===== src/hdl/grad_pkg.sv =====
`default_nettype none

package grad_pkg;

    // Image and gradient memories share one address width (256 x 256 max).
    localparam int ADDR_W = 16;

    // One pixel on the stream, tagged with its raster position.
    typedef struct packed {
        logic              valid;
        logic              first_col; // Column 0.
        logic              first_row; // Row 0.
        logic              last;      // Final pixel of the image.
        logic [ADDR_W-1:0] addr;
        logic [7:0]        pix;
    } pix_beat_t;

    // One difference result from the horizontal or vertical unit.
    typedef struct packed {
        logic              valid;
        logic              last;
        logic [ADDR_W-1:0] addr;
        logic signed [9:0] diff;
    } diff_t;

    // Gradient memory word with gx in the upper half.
    typedef struct packed {
        logic signed [9:0] gx;
        logic signed [9:0] gy;
    } grad_word_t;

    typedef enum logic [1:0] {
        SCAN_IDLE  = 2'd0,
        SCAN_READ  = 2'd1,
        SCAN_DRAIN = 2'd2,
        SCAN_DONE  = 2'd3
    } scan_state_t;

    // APB register offsets.
    typedef enum logic [7:0] {
        REG_CTRL   = 8'h00, // Bit 0 is start.
        REG_STATUS = 8'h04  // Bit 0 is busy, bit 1 is done.
    } reg_addr_t;

endpackage

`default_nettype wire


===== src/hdl/grad_apb_regs.sv =====
`timescale 1ns/100ps
`default_nettype none

module grad_apb_regs (
    input  wire         clk,
    input  wire         reset,
    input  wire         psel,
    input  wire         penable,
    input  wire         pwrite,
    input  wire  [7:0]  paddr,
    input  wire  [31:0] pwdata,
    input  wire         busy,
    input  wire         done,
    output logic [31:0] prdata,
    output logic        pready,
    output logic        pslverr,
    output logic        start
);
    import grad_pkg::*;

    logic access;  // APB access phase.
    logic addr_ok;
    logic ctrl_wr;

    assign access  = psel && penable;
    assign addr_ok = (paddr == REG_CTRL) || (paddr == REG_STATUS);
    assign ctrl_wr = access && pwrite && (paddr == REG_CTRL);

    // No wait states.
    assign pready  = 1'b1;
    assign pslverr = access && !addr_ok;

    // CTRL is write only; only STATUS returns data.
    always_comb begin
        prdata = '0;
        if (psel && !pwrite && (paddr == REG_STATUS)) begin
            prdata = {30'd0, done, busy};
        end
    end

    // A start written during a running scan is dropped.
    always_ff @(posedge clk) begin
        if (reset) begin
            start <= 1'b0;
        end else begin
            start <= ctrl_wr && pwdata[0] && !busy;
        end
    end

endmodule

`default_nettype wire


===== src/hdl/grad_scan_ctrl.sv =====
`timescale 1ns/100ps
`default_nettype none

module grad_scan_ctrl #(
    parameter int IMG_W = 16,
    parameter int IMG_H = 16
) (
    input  wire                           clk,
    input  wire                           reset,
    input  wire                           start,
    input  wire  [7:0]                    img_di,
    input  wire                           last_wr,
    output logic                          img_rd,
    output logic [grad_pkg::ADDR_W-1:0]   img_addr,
    output grad_pkg::pix_beat_t           beat,
    output logic                          busy,
    output logic                          done
);
    import grad_pkg::*;

    scan_state_t       state;
    logic [ADDR_W-1:0] rd_addr;
    logic [ADDR_W-1:0] col;
    logic [ADDR_W-1:0] row;
    logic              col_end;
    logic              last_rd;

    // Position tags of the read in flight, lined up with img_di.
    logic              tag_valid;
    logic              tag_first_col;
    logic              tag_first_row;
    logic              tag_last;
    logic [ADDR_W-1:0] tag_addr;

    assign col_end = (col == ADDR_W'(IMG_W - 1));
    assign last_rd = col_end && (row == ADDR_W'(IMG_H - 1));

    assign img_rd   = (state == SCAN_READ);
    assign img_addr = rd_addr;
    assign busy     = (state == SCAN_READ) || (state == SCAN_DRAIN);
    assign done     = (state == SCAN_DONE);

    always_ff @(posedge clk) begin
        if (reset) begin
            state   <= SCAN_IDLE;
            rd_addr <= '0;
            col     <= '0;
            row     <= '0;
        end else begin
            case (state)
                SCAN_IDLE, SCAN_DONE: begin
                    if (start) begin
                        state   <= SCAN_READ;
                        rd_addr <= '0;
                        col     <= '0;
                        row     <= '0;
                    end
                end
                SCAN_READ: begin
                    rd_addr <= rd_addr + 1'b1;
                    if (col_end) begin
                        col <= '0;
                        row <= row + 1'b1;
                    end else begin
                        col <= col + 1'b1;
                    end
                    if (last_rd) state <= SCAN_DRAIN; // Pipeline still holds 3 pixels.
                end
                SCAN_DRAIN: begin
                    if (last_wr) state <= SCAN_DONE;
                end
                default: state <= SCAN_IDLE;
            endcase
        end
    end

    always_ff @(posedge clk) begin
        if (reset) begin
            tag_valid <= 1'b0;
            tag_last  <= 1'b0;
        end else begin
            tag_valid <= img_rd;
            tag_last  <= img_rd && last_rd;
        end
    end

    always_ff @(posedge clk) begin
        tag_first_col <= (col == '0);
        tag_first_row <= (row == '0);
        tag_addr      <= rd_addr;
    end

    // Pixel data comes straight from the memory.
    assign beat = '{valid:     tag_valid,
                    first_col: tag_first_col,
                    first_row: tag_first_row,
                    last:      tag_last,
                    addr:      tag_addr,
                    pix:       img_di};

endmodule

`default_nettype wire


===== src/hdl/grad_horiz.sv =====
`timescale 1ns/100ps
`default_nettype none

module grad_horiz (
    input  wire                  clk,
    input  wire                  reset,
    input  grad_pkg::pix_beat_t  beat,
    output grad_pkg::diff_t      hdiff
);
    logic [7:0]        prev_pix; // Left neighbour of the current pixel.
    logic signed [9:0] diff;

    always_comb begin
        if (beat.first_col) begin
            diff = '0;
        end else begin
            diff = $signed({2'b00, beat.pix}) - $signed({2'b00, prev_pix});
        end
    end

    always_ff @(posedge clk) begin
        if (beat.valid) prev_pix <= beat.pix;
    end

    always_ff @(posedge clk) begin
        if (reset) begin
            hdiff.valid <= 1'b0;
            hdiff.last  <= 1'b0;
        end else begin
            hdiff.valid <= beat.valid;
            hdiff.last  <= beat.valid && beat.last;
            hdiff.addr  <= beat.addr;
            hdiff.diff  <= diff;
        end
    end

endmodule

`default_nettype wire


===== src/hdl/grad_vert.sv =====
`timescale 1ns/100ps
`default_nettype none

module grad_vert #(
    parameter int IMG_W = 16
) (
    input  wire                  clk,
    input  wire                  reset,
    input  grad_pkg::pix_beat_t  beat,
    output grad_pkg::diff_t      vdiff
);
    // One full row of pixels; entry IMG_W-1 is the pixel directly above.
    logic [7:0]        line_buf [IMG_W];
    logic [7:0]        above;
    logic signed [9:0] diff;

    assign above = line_buf[IMG_W-1];

    always_comb begin
        if (beat.first_row) begin
            diff = '0; // Nothing above row 0.
        end else begin
            diff = $signed({2'b00, beat.pix}) - $signed({2'b00, above});
        end
    end

    always_ff @(posedge clk) begin
        if (beat.valid) begin
            line_buf[0] <= beat.pix;
            for (int i = 1; i < IMG_W; i++) begin
                line_buf[i] <= line_buf[i-1];
            end
        end
    end

    always_ff @(posedge clk) begin
        if (reset) begin
            vdiff.valid <= 1'b0;
            vdiff.last  <= 1'b0;
        end else begin
            vdiff.valid <= beat.valid;
            vdiff.last  <= beat.valid && beat.last;
            vdiff.addr  <= beat.addr;
            vdiff.diff  <= diff;
        end
    end

endmodule

`default_nettype wire


===== src/hdl/grad_pack_wr.sv =====
`timescale 1ns/100ps
`default_nettype none

module grad_pack_wr (
    input  wire                           clk,
    input  wire                           reset,
    input  grad_pkg::diff_t               hdiff,
    input  grad_pkg::diff_t               vdiff,
    output logic                          grad_wr,
    output logic [grad_pkg::ADDR_W-1:0]   grad_addr,
    output grad_pkg::grad_word_t          grad_do,
    output logic                          last_wr
);
    logic pair_valid;

    // Both units run in lockstep, so their results pair up each cycle.
    assign pair_valid = hdiff.valid && vdiff.valid;

    always_ff @(posedge clk) begin
        if (reset) begin
            grad_wr <= 1'b0;
            last_wr <= 1'b0;
        end else begin
            grad_wr <= pair_valid;
            last_wr <= pair_valid && hdiff.last && vdiff.last; // Ends the scan.
        end
    end

    always_ff @(posedge clk) begin
        grad_addr  <= hdiff.addr;
        grad_do.gx <= hdiff.diff;
        grad_do.gy <= vdiff.diff;
    end

endmodule

`default_nettype wire


===== src/hdl/grad_top.sv =====
`timescale 1ns/100ps
`default_nettype none

module grad_top #(
    parameter int IMG_W = 16,
    parameter int IMG_H = 16
) (
    input  wire                           clk,
    input  wire                           reset,
    input  wire                           psel,
    input  wire                           penable,
    input  wire                           pwrite,
    input  wire  [7:0]                    paddr,
    input  wire  [31:0]                   pwdata,
    output logic [31:0]                   prdata,
    output logic                          pready,
    output logic                          pslverr,
    input  wire  [7:0]                    img_di,
    output logic                          img_rd,
    output logic [grad_pkg::ADDR_W-1:0]   img_addr,
    output logic                          grad_wr,
    output logic [grad_pkg::ADDR_W-1:0]   grad_addr,
    output grad_pkg::grad_word_t          grad_do,
    output logic                          done
);
    import grad_pkg::*;

    logic      start;
    logic      busy;
    logic      last_wr;
    pix_beat_t beat;   // Shared by both difference units.
    diff_t     hdiff;
    diff_t     vdiff;

    grad_apb_regs i_regs (
        .clk     (clk),
        .reset   (reset),
        .psel    (psel),
        .penable (penable),
        .pwrite  (pwrite),
        .paddr   (paddr),
        .pwdata  (pwdata),
        .busy    (busy),
        .done    (done),
        .prdata  (prdata),
        .pready  (pready),
        .pslverr (pslverr),
        .start   (start)
    );

    grad_scan_ctrl #(.IMG_W(IMG_W), .IMG_H(IMG_H)) i_scan (
        .clk      (clk),
        .reset    (reset),
        .start    (start),
        .img_di   (img_di),
        .last_wr  (last_wr),
        .img_rd   (img_rd),
        .img_addr (img_addr),
        .beat     (beat),
        .busy     (busy),
        .done     (done)
    );

    grad_horiz i_horiz (
        .clk   (clk),
        .reset (reset),
        .beat  (beat),
        .hdiff (hdiff)
    );

    grad_vert #(.IMG_W(IMG_W)) i_vert (
        .clk   (clk),
        .reset (reset),
        .beat  (beat),
        .vdiff (vdiff)
    );

    grad_pack_wr i_pack (
        .clk       (clk),
        .reset     (reset),
        .hdiff     (hdiff),
        .vdiff     (vdiff),
        .grad_wr   (grad_wr),
        .grad_addr (grad_addr),
        .grad_do   (grad_do),
        .last_wr   (last_wr)
    );

endmodule

`default_nettype wire


===== config.mk =====
export PLATFORM = sky130hd
export DESIGN_NAME = grad_top
export DESIGN_NICKNAME = d
export VERILOG_FILES = /design/src/hdl/grad_pkg.sv /design/src/hdl/grad_apb_regs.sv /design/src/hdl/grad_scan_ctrl.sv /design/src/hdl/grad_horiz.sv /design/src/hdl/grad_vert.sv /design/src/hdl/grad_pack_wr.sv /design/src/hdl/grad_top.sv
export SDC_FILE = /design/constraint.sdc
export NUM_CORES = 1
export LEC_CHECK = 0
export ABC_AREA = 1
export BUFFER_PORTS_ARGS = -buffer_cell sky130_fd_sc_hd__buf_2
export CAP_MARGIN = 10
export CORE_ASPECT_RATIO = 1.25
export CORE_MARGIN = 3
export CORE_UTILIZATION = 50
export CTS_BUF_LIST = sky130_fd_sc_hd__clkbuf_16
export CTS_CLUSTER_SIZE = 30
export DETAILED_ROUTE_END_ITERATION = 6
export PLACE_DENSITY = 0.71
export SLEW_MARGIN = 20
export SYNTH_ARGS = -nofsm -noshare
export SYNTH_HDL_FRONTEND = slang
export SYNTH_SLANG_ARGS = --single-unit

===== constraint.sdc =====
create_clock -name clk -period 4.4 [get_ports clk]
set_input_delay 0.44 -clock clk [delete_from_list [all_inputs] [get_ports clk]]
set_output_delay 0.44 -clock clk [all_outputs]
set_load 0.01 [all_outputs]

==> reports/qor.csv <==
metric;value;unit
Seq cells post-synth;271;
Power, Total;5.89;mW
gp weighted congestion;0.822;
Crit-path slowest cell;o21ai_2;
final hold vios;0;
RSZ-0062 raised after global routing;false;
crit-path max cell delay;0.60;ns
gr ovfl total;0;
fin. max-slew vios;0;
R2R Path End;i_scan.img_addr[8];
final instance area;11400;µm²
Wirelength per Cell;13.2;µm
layout cell share with drive strength beyond 1;0.149;
post-synth cell types;38;
worst hold path depth;1;
Num CTS Buffers;26;
layout filler cell count;1579;
EDFF count, synth;162;
CTS tree;done;
FMAX;378;MHz
Resized cells post-CTS;0;
post-synthesis cell count;850;
vias in the first global route;5701;
Worst Tran Pin Value;0.732;ns
ANT cells;0;
Peak VDD IR;308;µV
r2r startpoint;i_scan.state[0];
worst path bufs/invs;3;
Warnings, synthesis;0;
Die H;164;µm
Via Count;5895;
maxcap violations;0;
# hold bufs at CTS;0;
ys async rst share;0;
Leak Pwr;4.58;nW
core box area;19500;µm²
clock sinks;271;
first drt pass iteration count;5;
final period utilization;0.601;
latest clock arrival within the worst-skew pair;0.52;ns
worst-case reg-to-reg path depth;9;
final net count;1025;
first-pass GRT wire length;26.7;mm
clock skew;0.0194;ns
r2r setup slk;1.76;ns
delay-heaviest family, CP;compound AO/OA/AOI/OAI gates;
initial antenna violation count;0;
Clock transition at path regs;0.06;ns
Longest Clk Path Bufs;3;
Layout Utilization;0.586;
Setup Buffers After CTS;0;
Seq/Total Area, Yosys;0.703;
Pwr Density;515;nW/µm²
Post-synth top flop;edfxtp_1;
Hold Path End;i_horiz.prev_pix[0];
Worst slew margin;0.512;
internal power;4.50;mW
peak fanout along the critical path;14;
Hold WS;0.144;ns
kind of start point of the critical path;register;
Arrival @ worst endpoint;3.10;ns
final setup TNS;0;ns
Die X;133;µm
DRC;0;
DP Wirelength;10.7;mm
ANT nets after route;0;
Setup CP Type;register to register;
worst hold start;img_di[0];
Cell Area, Synth;10000;µm²
required time worst endpoint;4.86;ns
Tmin final;2.64;ns
final WL;16.2;mm
critical path's most frequent cell;inv_1;
pin count of the biggest net entering global routing;63;
clock network fraction of total power;0.388;
Max H-tree Level;1;
Area Overhead vs Synth;14.2;%
CTS Root Cell;clkbuf_16;
DR vias/cell;4.79;
sequential share of power;0.519;
Sw Share;0.236;
Total GRT Usage;0.149;
status;finished, final reports clean;
Die ar.;21800;µm²
1st-iter DRT viols;365;
Gate power share;0.092;
Critical Path Sink Type;register;
synthesized area per cell;11.8;µm²
critical path cell sequence;inv_1 -> ha_1 -> o21ai_2 -> nand2_2 -> nand2_2 -> inv_1 -> a21oi_1 -> o21ai_0 -> inv_1;
FP Rows;57;
Initial Utilization;0.513;
Setup-failing EPs final;0;
Area after DPL;10500;µm²
IO Pins;142;
IO Port Bufs;79;
HP Class;input pin to register;
sw power;1.39;mW
[through the flow]
stage	worst slack, ns	std cells
global route	1.48	1230
CTS	1.75	1230
floorplan	0.794	879
global placement	1.77	1182
detailed placement	1.77	1182
finish	1.76	1230
[cell usage after synthesis, drive strengths merged (13+ instances only)]
cell type  number  share of area
nor2           88          0.035
nor3           21          0.011
inv           101          0.038
edfxtp        162           0.49
nand4          13         0.0081
buf            43          0.033
dfxtp         109           0.22
nand3          38          0.020
o21ai          29          0.017
nand2         149          0.057
a21oi          39          0.021
ha             25          0.031
[sequential cells by signal, indices dropped and copies added (netlist names), 2 cells and up]
register / count
i_scan.row: 16
i_scan.img_addr: 16
i_horiz.prev_pix: 7
i_vert.vdiff: 11
i_horiz.hdiff: 25
i_scan.col: 16
i_pack.grad_addr: 16
i_scan.state: 2
i_scan.tag_addr: 16
i_pack.grad_do: 18
i_vert.line_buf: 121
[cell type report]
cell class,count,area (µm²),area share
clock inverter,20,195,0.0171
timing repair buffer,82,418,0.0365
clock buffer,28,701,0.0612
tap,265,332,0.0290
sequential,271,7050,0.616
multi-input combinational,462,2360,0.207
inverter,102,383,0.0335
[kinds of logic after synthesis]
| kind of cell | Yosys count | share of synthesized area |
|---|---|---|
| AND/OR/NAND/NOR | 316 | 0.136 |
| flip-flops | 271 | 0.703 |
| buffers and inverters | 146 | 0.0720 |
| AO/OA/AOI/OAI | 81 | 0.0472 |
| adder cells (fa/ha/maj) | 27 | 0.0352 |
| XOR/XNOR | 7 | 0.00612 |
| other | 2 | 0.000749 |
[cells in the final DEF (no fill, tap or decap), types with 13 or more instances in the layout]
master	n
conb_1	31
edfxtp_1	162
nand2_1	144
ha_1	25
nor2_1	84
inv_1	103
clkbuf_16	28
a21oi_1	38
buf_2	79
dfxtp_1	108
nand3_1	36
o21ai_0	19
nor3_1	20
nand4_1	13
[worst max path at each step]
| stage | from | endpoint | slack, ns | depth (start not counted) |
|---|---|---|---|---|
| CTS | i_scan.state[0] | i_scan.img_addr[8] | 1.75 | 9 |
| finish | i_scan.state[0] | i_scan.img_addr[8] | 1.76 | 9 |
| detailed placement | i_scan.state[0] | i_scan.img_addr[8] | 1.77 | 9 |
| global placement | i_scan.state[0] | i_scan.img_addr[8] | 1.77 | 9 |
| global route | i_scan.state[0] | i_scan.img_addr[8] | 1.48 | 9 |
| floorplan | i_scan.tag_valid | i_horiz.prev_pix[0] | 0.79 | 0 |
[power groups by stage]
stage                     Sequential [mW]  Combinational (mW)  Clock (mW)
final                                3.06               0.544        2.29
after detailed placement             3.11               0.545           0
after global routing                 3.08               0.621        2.46
after floorplan                      3.14               0.414           0
after CTS                            3.07               0.549        2.34
after global placement               3.11               0.533           0
[per-layer routing]
metal,vias to the layer above,global-route usage,wire length (µm)
met5,-,0,0
li1,2970,-,-
met2,140,0.247,7780
met4,0,0.0581,433
met3,35,0.0267,827
met1,2750,0.196,7200
Power figures use the tool's default switching activity.
